**src/hw/ctrl_pkg.sv**
```systemverilog
`default_nettype none

package ctrl_pkg;

	// top two bits of every instruction word
	typedef enum logic [1:0]
	{
		CLASS_R      = 2'd0,
		CLASS_ONE    = 2'd1,
		CLASS_TWO    = 2'd2,
		CLASS_BRANCH = 2'd3
	} instr_class_t;

	typedef enum logic [2:0]
	{
		BR_JZ   = 3'd0,
		BR_JN   = 3'd1,
		BR_JC   = 3'd2,
		BR_JMP  = 3'd3,
		BR_CALL = 3'd4,
		BR_RET  = 3'd5,
		BR_RETI = 3'd6
	} branch_kind_t;

	// spare[4] sits right after func, it picks DEC over INC
	typedef struct packed
	{
		instr_class_t cls;
		logic [2:0]   func;
		logic [4:0]   spare;
		logic [2:0]   rdst;
		logic [2:0]   rsrc;
	} alu_fmt_t;

	typedef struct packed
	{
		instr_class_t cls;
		branch_kind_t kind;
		logic [10:0]  spare;
	} branch_fmt_t;

	// the class field lines up in both views
	typedef union packed
	{
		alu_fmt_t    alu;
		branch_fmt_t br;
	} instr_t;

	typedef enum logic [3:0]
	{
		ALU_NOT  = 4'd0,
		ALU_INC  = 4'd1,
		ALU_DEC  = 4'd2,
		ALU_ADD  = 4'd3,
		ALU_SUB  = 4'd4,
		ALU_AND  = 4'd5,
		ALU_OR   = 4'd6,
		ALU_SHL  = 4'd7,
		ALU_SHR  = 4'd8,
		ALU_NONE = 4'd15
	} alu_op_t;

	// jump codes are 4 plus the branch condition
	typedef enum logic [2:0]
	{
		JUMP_NONE = 3'd0,
		JUMP_JZ   = 3'd4,
		JUMP_JN   = 3'd5,
		JUMP_JC   = 3'd6,
		JUMP_JMP  = 3'd7
	} jump_sel_t;

	typedef enum logic [1:0]
	{
		CARRY_ALU = 2'd0,
		CARRY_SET = 2'd1,
		CARRY_CLR = 2'd2
	} carry_sel_t;

	// data written to the stack or memory
	typedef enum logic [1:0]
	{
		SRC_FLAGS = 2'd0,
		SRC_PC_HI = 2'd1,
		SRC_PC_LO = 2'd2,
		SRC_REG   = 2'd3
	} mem_src_t;

	typedef enum logic [1:0]
	{
		ADDR_NONE = 2'd0,
		ADDR_RSRC = 2'd1,
		ADDR_SP   = 2'd2
	} mem_addr_t;

	typedef enum logic [1:0]
	{
		WB_IMM = 2'd0,
		WB_MEM = 2'd1,
		WB_ALU = 2'd2
	} wb_sel_t;

	typedef struct packed
	{
		logic pc_write;
		logic inport_sel;
		logic clear_instr;
		logic pc_from_mem;
		logic spare;
	} fetch_ctrl_t;

	typedef struct packed
	{
		alu_op_t    alu_op;
		logic [1:0] alu_src1;
		logic [1:0] alu_src2;
		jump_sel_t  jump_sel;
		carry_sel_t carry_sel;
		logic       flag_sel;
		logic       flag_en;
	} exec_ctrl_t;

	typedef struct packed
	{
		logic      read;
		logic      write;
		logic      push;
		logic      pop;
		mem_addr_t addr_sel;
		mem_src_t  src_sel;
	} mem_ctrl_t;

	typedef struct packed
	{
		logic    reg_write;
		wb_sel_t wb_sel;
		logic    out_en;
	} wb_ctrl_t;

	typedef struct packed
	{
		fetch_ctrl_t fetch;
		exec_ctrl_t  exec;
		mem_ctrl_t   mem;
		wb_ctrl_t    wb;
	} ctrl_word_t;

	// NOP control word
	localparam ctrl_word_t default_ctrl = '{
		fetch: '{pc_write: 1'b1, inport_sel: 1'b0, clear_instr: 1'b0,
			pc_from_mem: 1'b0, spare: 1'b0},
		exec: '{alu_op: ALU_NONE, alu_src1: 2'd2, alu_src2: 2'd0,
			jump_sel: JUMP_NONE, carry_sel: CARRY_ALU, flag_sel: 1'b0, flag_en: 1'b0},
		mem: '{read: 1'b0, write: 1'b0, push: 1'b0, pop: 1'b0,
			addr_sel: ADDR_NONE, src_sel: SRC_FLAGS},
		wb: '{reg_write: 1'b0, wb_sel: WB_ALU, out_en: 1'b0}
	};

endpackage

`default_nettype wire
```
**src/hw/control_unit.sv**
```systemverilog
`timescale 1ns/1ps
`default_nettype none

module control_unit
#(
	parameter int DRAIN_CYCLES = 5,
	parameter int MEM_LAT = 2
)
(
	input  logic                 clk,
	input  logic                 reset,
	input  logic                 interrupt,
	input  ctrl_pkg::instr_t     instruction,
	output ctrl_pkg::ctrl_word_t ctrl
);

	import ctrl_pkg::*;

	// single-cycle decode result
	ctrl_word_t decoded;

	instr_decoder i_instr_decoder
	(
		.instruction (instruction),
		.decoded     (decoded)
	);

	// stack sequences override the decode
	control_sequencer
	#(
		.DRAIN_CYCLES (DRAIN_CYCLES),
		.MEM_LAT      (MEM_LAT)
	)
	i_control_sequencer
	(
		.clk         (clk),
		.reset       (reset),
		.interrupt   (interrupt),
		.instruction (instruction),
		.decoded     (decoded),
		.ctrl        (ctrl)
	);

endmodule

`default_nettype wire

```
**src/hw/control_sequencer.sv**
```systemverilog
`timescale 1ns/1ps
`default_nettype none

module control_sequencer
#(
	parameter int DRAIN_CYCLES = 5,
	parameter int MEM_LAT = 2
)
(
	input  logic                 clk,
	input  logic                 reset,
	input  logic                 interrupt,
	input  ctrl_pkg::instr_t     instruction,
	input  ctrl_pkg::ctrl_word_t decoded,
	output ctrl_pkg::ctrl_word_t ctrl
);

	import ctrl_pkg::*;

	localparam int CNT_MAX = (DRAIN_CYCLES > MEM_LAT) ? DRAIN_CYCLES : MEM_LAT;
	localparam int CNT_W = $clog2(CNT_MAX + 1);

	typedef enum logic [3:0]
	{
		IDLE,
		CALL_PUSH_LO,
		POP_PC_LO,
		POP_PC_HI,
		PC_LOAD_WAIT,
		IRQ_DRAIN,
		IRQ_PUSH_HI,
		IRQ_PUSH_LO,
		IRQ_PUSH_FLAGS
	} seq_state_t;

	seq_state_t state;
	seq_state_t state_next;
	logic [CNT_W-1:0] cnt;
	logic [CNT_W-1:0] cnt_next;
	logic is_branch;

	assign is_branch = (instruction.br.cls == CLASS_BRANCH);

	// stack push on top of a base word
	function automatic ctrl_word_t push_word(input ctrl_word_t base, input mem_src_t src);
		ctrl_word_t w;
		w = base;
		w.mem.push = 1'b1;
		w.mem.write = 1'b1;
		w.mem.addr_sel = ADDR_SP;
		w.mem.src_sel = src;
		return w;
	endfunction

	// stack pop, fetch held
	function automatic ctrl_word_t pop_word(input ctrl_word_t base);
		ctrl_word_t w;
		w = base;
		w.mem.pop = 1'b1;
		w.mem.read = 1'b1;
		w.mem.addr_sel = ADDR_SP;
		w.wb.wb_sel = WB_MEM;
		w.fetch.pc_write = 1'b0;
		return w;
	endfunction

	function automatic ctrl_word_t bubble_word();
		ctrl_word_t w;
		w = default_ctrl;
		w.fetch.clear_instr = 1'b1;
		w.fetch.pc_write = 1'b0;
		return w;
	endfunction

	// next state and counter
	always_comb
	begin
		state_next = state;
		cnt_next = cnt;

		case (state)
			IDLE:
			begin
				if (interrupt)
				begin
					state_next = IRQ_DRAIN;
					cnt_next = CNT_W'(DRAIN_CYCLES - 1);
				end
				else if (is_branch)
				begin
					case (instruction.br.kind)
						BR_CALL: state_next = CALL_PUSH_LO;
						BR_RET:  state_next = POP_PC_HI;
						BR_RETI: state_next = POP_PC_LO;
						default: state_next = IDLE;
					endcase
				end
			end
			CALL_PUSH_LO:
			begin
				state_next = IDLE;
			end
			POP_PC_LO:
			begin
				state_next = POP_PC_HI;
			end
			POP_PC_HI:
			begin
				state_next = PC_LOAD_WAIT;
				cnt_next = CNT_W'(MEM_LAT - 1);
			end
			PC_LOAD_WAIT:
			begin
				if (cnt == '0)
					state_next = IDLE;
				else
					cnt_next = cnt - 1'b1;
			end
			IRQ_DRAIN:
			begin
				if (cnt == '0)
					state_next = IRQ_PUSH_HI;
				else
					cnt_next = cnt - 1'b1;
			end
			IRQ_PUSH_HI:
			begin
				state_next = IRQ_PUSH_LO;
			end
			IRQ_PUSH_LO:
			begin
				state_next = IRQ_PUSH_FLAGS;
			end
			default:
			begin
				state_next = IDLE;
			end
		endcase
	end

	always_ff @(posedge clk or negedge reset)
	begin
		if (!reset)
		begin
			state <= IDLE;
			cnt <= '0;
		end
		else
		begin
			state <= state_next;
			cnt <= cnt_next;
		end
	end

	// control word out
	always_comb
	begin
		ctrl = default_ctrl;

		case (state)
			IDLE:
			begin
				if (interrupt)
					ctrl = bubble_word();
				else if (is_branch && instruction.br.kind == BR_CALL)
					ctrl = push_word(decoded, SRC_PC_HI);
				else if (is_branch && instruction.br.kind == BR_RET)
					ctrl = pop_word(decoded);
				else if (is_branch && instruction.br.kind == BR_RETI)
				begin
					// flags come off the stack first
					ctrl = pop_word(decoded);
					ctrl.exec.flag_sel = 1'b1;
					ctrl.exec.flag_en = 1'b1;
				end
				else
					ctrl = decoded;
			end
			CALL_PUSH_LO:
			begin
				ctrl = push_word(default_ctrl, SRC_PC_LO);
				ctrl.fetch.pc_write = 1'b0;
				ctrl.fetch.clear_instr = 1'b1;
			end
			POP_PC_LO, POP_PC_HI:
			begin
				ctrl = pop_word(default_ctrl);
			end
			PC_LOAD_WAIT:
			begin
				ctrl = bubble_word();
				// popped PC is valid on the last wait cycle
				if (cnt == '0)
				begin
					ctrl.fetch.pc_from_mem = 1'b1;
					ctrl.fetch.pc_write = 1'b1;
				end
			end
			IRQ_DRAIN:
			begin
				ctrl = bubble_word();
			end
			IRQ_PUSH_HI:
			begin
				ctrl = push_word(default_ctrl, SRC_PC_HI);
				ctrl.fetch.pc_write = 1'b0;
			end
			IRQ_PUSH_LO:
			begin
				ctrl = push_word(default_ctrl, SRC_PC_LO);
				ctrl.fetch.pc_write = 1'b0;
			end
			default:
			begin
				ctrl = push_word(default_ctrl, SRC_FLAGS);
				ctrl.fetch.pc_write = 1'b0;
			end
		endcase
	end

endmodule

`default_nettype wire

```
**src/hw/instr_decoder.sv**
```systemverilog
`timescale 1ns/1ps
`default_nettype none

module instr_decoder
(
	input  ctrl_pkg::instr_t     instruction,
	output ctrl_pkg::ctrl_word_t decoded
);

	import ctrl_pkg::*;

	always_comb
	begin
		// anything not listed below stays a NOP
		decoded = default_ctrl;

		case (instruction.alu.cls)
			CLASS_R:
			begin
				decoded.exec.flag_en = 1'b1;
				decoded.wb.reg_write = 1'b1;
				decoded.wb.wb_sel = WB_ALU;
				case (instruction.alu.func)
					3'd0:
					begin
						decoded.exec.alu_op = ALU_NOT;
					end
					3'd1:
					begin
						// inc and dec share one func code
						if (instruction.alu.spare[4])
							decoded.exec.alu_op = ALU_DEC;
						else
							decoded.exec.alu_op = ALU_INC;
					end
					3'd2:
					begin
						decoded.exec.alu_op = ALU_ADD;
					end
					3'd3:
					begin
						decoded.exec.alu_op = ALU_SUB;
					end
					3'd4:
					begin
						decoded.exec.alu_op = ALU_AND;
					end
					3'd5:
					begin
						decoded.exec.alu_op = ALU_OR;
					end
					3'd6:
					begin
						decoded.exec.alu_op = ALU_SHL;
					end
					default:
					begin
						decoded.exec.alu_op = ALU_SHR;
					end
				endcase
			end

			CLASS_ONE:
			begin
				case (instruction.alu.func)
					// setc
					3'd1:
					begin
						decoded.exec.carry_sel = CARRY_SET;
						decoded.exec.flag_en = 1'b1;
					end
					// clrc
					3'd2:
					begin
						decoded.exec.carry_sel = CARRY_CLR;
						decoded.exec.flag_en = 1'b1;
					end
					// out
					3'd3:
					begin
						decoded.wb.out_en = 1'b1;
					end
					// in
					3'd4:
					begin
						decoded.fetch.inport_sel = 1'b1;
						decoded.wb.reg_write = 1'b1;
					end
					// push rdst
					3'd5:
					begin
						decoded.mem.write = 1'b1;
						decoded.mem.push = 1'b1;
						decoded.mem.addr_sel = ADDR_SP;
						decoded.mem.src_sel = SRC_REG;
					end
					// pop rdst
					3'd6:
					begin
						decoded.mem.read = 1'b1;
						decoded.mem.pop = 1'b1;
						decoded.mem.addr_sel = ADDR_SP;
						decoded.wb.reg_write = 1'b1;
						decoded.wb.wb_sel = WB_MEM;
					end
					default:;
				endcase
			end

			CLASS_TWO:
			begin
				case (instruction.alu.func)
					// mov
					3'd0:
					begin
						decoded.wb.reg_write = 1'b1;
					end
					// ldm, immediate is the next fetched word
					3'd1:
					begin
						decoded.fetch.clear_instr = 1'b1;
						decoded.wb.reg_write = 1'b1;
						decoded.wb.wb_sel = WB_IMM;
					end
					// ldd
					3'd2:
					begin
						decoded.mem.read = 1'b1;
						decoded.mem.addr_sel = ADDR_RSRC;
						decoded.wb.reg_write = 1'b1;
						decoded.wb.wb_sel = WB_MEM;
					end
					default:;
				endcase
			end

			default:
			begin
				case (instruction.br.kind)
					BR_JZ, BR_JN, BR_JC, BR_JMP:
					begin
						decoded.exec.jump_sel = jump_sel_t'({1'b1, instruction.br.kind[1:0]});
					end
					// the stack pushes come from the sequencer
					BR_CALL:
					begin
						decoded.exec.jump_sel = JUMP_JMP;
					end
					default:;
				endcase
			end
		endcase
	end

endmodule

`default_nettype wire

```
**config.mk**
```make
export PLATFORM = sky130hd
export DESIGN_NAME = control_unit
export DESIGN_NICKNAME = d
export VERILOG_FILES = /design/src/hw/ctrl_pkg.sv /design/src/hw/control_unit.sv /design/src/hw/control_sequencer.sv /design/src/hw/instr_decoder.sv
export SDC_FILE = /design/constraint.sdc
export NUM_CORES = 1
export LEC_CHECK = 0
export ABC_AREA = 1
export BUFFER_PORTS_ARGS = -buffer_cell sky130_fd_sc_hd__buf_2
export CAP_MARGIN = 10
export CORE_AREA = 2 2 53 55
export CTS_CLUSTER_DIAMETER = 200
export DETAILED_ROUTE_END_ITERATION = 16
export DIE_AREA = 0 0 55 57
export MAX_ROUTING_LAYER = met4
export PLACE_DENSITY = 0.83
export RECOVER_POWER = 25
export SLEW_MARGIN = 20
export SYNTH_ARGS = -nofsm -noshare
export SYNTH_HDL_FRONTEND = slang
export SYNTH_SLANG_ARGS = --single-unit
```
**constraint.sdc**
```tcl
create_clock -name clk -period 2.3 [get_ports clk]
set_input_delay 0.115 -clock clk [delete_from_list [all_inputs] [get_ports clk]]
set_output_delay 0.115 -clock clk [all_outputs]
set_load 0.05 [all_outputs]
```
# [After elaboration in Yosys (flattened, before gate mapping)]
# Index checks and enable logic that the tools add are counted.
[word_totals] register_bits=7 input_bits=19 word_cells=86
[op_classes] mux=44 n_reduce_logical=18 add_sub_neg=1 n_eq_ne=21
[ops] cell="case mux 32 bit (7 select lines)" count=1
[ops] cell="2-to-1 mux 32 bit" count=4
[ops] cell="case mux 4 bit (7 select lines)" count=2
[ops] cell="2-to-1 mux 4 bit" count=5
[ops] cell="case mux 3 bit (3 select lines)" count=2
[ops] cell="== test 4 x 3 -> 1 bit, second input constant" count=4
[ops] cell="2-to-1 mux 1 bit" count=13
[ops] cell="2-to-1 mux 2 bit" count=6
[ops] cell="2-to-1 mux 3 bit" count=4
[ops] cell="case mux 2 bit (2 select lines)" count=3
[ops] cell="OR reduction 2 bit" count=5
[ops] cell="== test 3 bit, second input constant" count=3
[ops] cell="== test 4 x 2 -> 1 bit, second input constant" count=2
[ops] cell="== test 3 x 2 -> 1 bit, second input constant" count=2
[ops] cell="logical NOT 3 bit" count=2
[ops] cell="case mux 2 bit (3 select lines)" count=1
[ops] cell="case mux 3 bit (2 select lines)" count=1
[ops] cell="AND reduction 3 bit" count=2
[ops] cell="OR reduction 3 bit" count=2
[ops] cell="== test 2 bit, second input constant" count=2
[ops] cell="== test 4 x 1 -> 1 bit, second input constant" count=1
[ops] cell="logical NOT 4 bit" count=1
[ops] cell="!= test 2 x 1 -> 1 bit, second input constant" count=2
[ops] cell="!= test 2 bit, second input constant" count=2
[ops] cell="9 further kinds" count=12

# [Logic depth before layout (Yosys ltp)]
[depth] depth_word=9 mapped_depth=9 mapped_depth_nobuf=9

# [Cells and area by module]
# From an unflattened synthesis, not the netlist that was laid out.
[hier_totals] hier_cells=254 hier_area_um2=1351.3
[modules_own_cells] mod="control_sequencer" cells_each=176 n_inst=1 seq_area_each_um2=175.2 area_per_inst_um2=927.1
[modules_own_cells] mod="instr_decoder" cells_each=78 n_inst=1 seq_area_each_um2=0.0 area_per_inst_um2=424.2

# [Worst setup path before layout]
# OpenSTA, ideal clock, no wires.
[synth_timing] kind="register to output" start="reg i_control_sequencer.state[3]" end="out ctrl[12] (netlist bit)" setup_slack_ps=-161 stages_incl_launch_ff=6 arrival_time_ps=2346 cell_sequence="dfrtp_1 -> nor2_4 -> nand3_4 -> nor3_1 -> inv_1 -> nand2_1"
[synth_lines] item="from (decl)" line_no="control_sequencer.sv:36" rtl="seq_state_t state;"
[synth_lines] item="from (signal assigned)" line_no="control_sequencer.sv:150" rtl="state <= state_next;"
[synth_lines] item="to (decl)" line_no="control_unit.sv:14" rtl="output ctrl_pkg::ctrl_word_t ctrl"

==> results_dict.tcl <==
set metrics [dict create \
    status "completed" \
    cp_max_fo 13 \
    synth_cell_type_count 24 \
    cts_root_buffer "clkbuf_4" \
    synth_mux_area_share_pct 0 \
    diodes 0 \
    seq_area_frac_synth_pct 16.2 \
    regArea_um2 175 \
    maxCapViolCount 0 \
    yosysWarnings 0 \
    vias 1255 \
    synthXorXnorAreaFrac_pct 0 \
    worstPathArrival_ns 1.84 \
    pre_cts_ws_ns 0.596 \
    die_w_um 55 \
    hold_buffers 1 \
    clock_skew_ns 0.000690 \
    hpwlAfterDp_um 2150 \
    timing.fmax_mhz 511 \
    htreeDepth 1 \
    antenna_found_initial 0 \
    slowest_delay_ns 0.44 \
    met3_usage_pct 1.57 \
    netlist_area_um2 1080 \
    gp_congestion 0.932 \
    multiInputGateArea_um2 738 \
    syn_avg_cell_area_um2 5.82 \
    viasPerCell 4.98 \
    yosys.area_share.simple_pct 47.3 \
    critPathTopFamily "simple AND/OR/NAND/NOR gates" \
    ir_drop_mv 0.674 \
    regToRegEndpoint "i_control_sequencer.cnt[0]" \
    grt_pass1_wl_um 4530 \
    placeableCoreArea_um2 2620 \
    worstSetupEndpoint "ctrl[5]" \
    dr.pass1.iters 4 \
    grt_pass1_vias 1124 \
    startpoint "i_control_sequencer.state[3]" \
    crit_chain "nor2_4 > nand3_4 > inv_4 > nand2_1 > o21ai_0 > buf_2" \
    chipHeight_um 57 \
    drc 0 \
    r2r_start "i_control_sequencer.state[3]" \
    ff2ff_path_depth 6 \
    finalCritPeriodShare_pct 85.1 \
    hold_viol_final 0 \
    fin_nets 248 \
    clkTransAtPathRegs_ns 0.05 \
    rsz0062_at_grt "no" \
    path_buf_inv 2 \
    r2r_slack_ns 0.94 \
    worst-setup-path-type "reg -> out" \
    synth_edf_count 0 \
    pwr_density_cell_nw_per_um2 1200 \
    cts_sinks 7 \
    clk_latency_ns 0.24 \
    cp-start-kind "flop" \
    post_cts_resized 0 \
    wl_um 2620 \
    ios 51 \
    cts_tree "yes" \
    clockBufferDepth 2 \
    initial_core_util_pct 41.4 \
    final_max_slew_viol_count 0 \
    met1_usage_pct 25.7 \
    synth_top_family_by_area "simple AND/OR/NAND/NOR gates" \
    met2_usage_pct 29.1 \
    grt_max_degree 14 \
    yosys-top-cells-area "nand2_1 (17%), dfrtp_1 (16%), inv_1 (9.7%)" \
    grt.busiest_layer "met2" \
    ant_nets 0 \
    period_minus_slack_ns 1.96 \
    syn_to_final_growth_pct 18.0 \
    synthesis.instances 186 \
    dieArea_um2 3140 \
    required_ns 2.18 \
    p_leak_nw 0.753 \
    timing.final.ws_setup_ns 0.343 \
    post_cts_buffers 0 \
    gr-total-overflow 0 \
    hold-worst-slack_ns 0.284 \
    placement.io_buffers 35 \
    crit_slowest_cell "dfrtp_1" \
    layout-drive-gt1-share_pct 21.3 \
    setup_viol 0 \
    finalSetupTns_ns 0 \
    synth_seq_cells 7 \
    synth_top_area_share_pct 17.0 \
    wire_per_inst_um 10.4 \
    rows 19 \
    synth_compound_area_share_pct 10.6 \
    synthArstFlopShare_pct 100 \
    worst-path-stages 6 \
    crit_path_end_kind "primary output" \
    track_usage_pct 19.0 \
    n_fill_cell 306 \
    yosys.area.top_type "nand2_1" \
    drt-initial-drc-count 28 \
    ys.flop_type "dfrtp_1" \
    hold_class "in -> async" \
    cts_inserted_buffers 3 \
    synth_fa_ha_area_share_pct 8.09 \
]
state kept, by name (all words and copies together), names as in the netlist:
signal	flops
i_control_sequencer.state	4
i_control_sequencer.cnt	3
layout make-up:
class                      count  area share, %
tap                           31           3.04
multi-input combinational    144           57.8
sequential                     7           13.7
inverter                      30           9.01
timing repair buffer          36           14.4
clock buffer                   4           2.06
stage by stage:
step           total power, mW  cells  utilization [%]  area [µm²]
2_1_floorplan             1.24    189                -        1100
3_3_place_gp              1.42    247             47.5        1240
3_5_place_dp              1.43    247             47.5        1240
4_1_cts                   1.55    252             48.9        1280
5_1_grt                   1.69    252             48.9        1280
6_report                  1.53    252             48.9        1280
metal layers:
| metal | part of all wire [%] | vias up |
|---|---|---|
| li1 | - | 658 |
| met1 | 42 | 535 |
| met2 | 49 | 58 |
| met3 | 8.3 | 4 |
| met4 | 1.2 | 0 |
| met5 | 0 | - |
layout by cell type (no fill, tap or decap), types with 2 or more instances in the layout:
master,n
nor2_1,27
buf_2,34
ha_1,7
nand3_1,19
o21ai_0,6
inv_1,28
nand3_4,2
dfrtp_1,7
clkbuf_4,3
a21oi_1,10
clkbuf_1,2
nor2_4,2
o21ai_1,3
nor3_2,2
nand4_1,6
conb_1,5
nand2_1,49
o22ai_1,2
worst min-delay path by stage:
| stage | cells after the start | start | to | slack (ns) |
|---|---|---|---|---|
| after floorplan | 0 | reset | i_control_sequencer.cnt[0] | -0.18 |
| after global placement | 1 | reset | i_control_sequencer.state[2] | -0.05 |
| after CTS | 2 | reset | i_control_sequencer.cnt[0] | 0.22 |
| final | 2 | reset | i_control_sequencer.cnt[0] | 0.28 |
| after global routing | 5 | interrupt | i_control_sequencer.state[0] | 0.30 |
| after detailed placement | 1 | reset | i_control_sequencer.state[2] | -0.05 |
logic make-up after synthesis:
| kind of cell | after synthesis |
|---|---|
| fa+ha+maj | 7 |
| compound gates | 22 |
| other cells | 2 |
| flops | 7 |
| simple gates | 110 |
| buf+inv | 38 |
cells in the mapped netlist (2+ instances only):
| library cell | count |
|---|---|
| o22ai_1 | 2 |
| dfrtp_1 | 7 |
| nor2_4 | 2 |
| nand4_1 | 6 |
| buf_4 | 6 |
| nor3_1 | 2 |
| ha_1 | 7 |
| nor2_1 | 27 |
| nand3_4 | 2 |
| o21ai_0 | 6 |
| conb_1 | 2 |
| a21oi_1 | 10 |
| o21ai_1 | 3 |
| inv_1 | 28 |
| nand3_1 | 19 |
| nand2_1 | 49 |
power breakdown:
part / switching [mW] / internal [mW] / total, mW
sequential: 0.0610 / 0.171 / 0.232
combinational: 0.899 / 0.295 / 1.19
clock: 0.0401 / 0.0659 / 0.106
No activity file was read; power rests on OpenSTA's default activity.
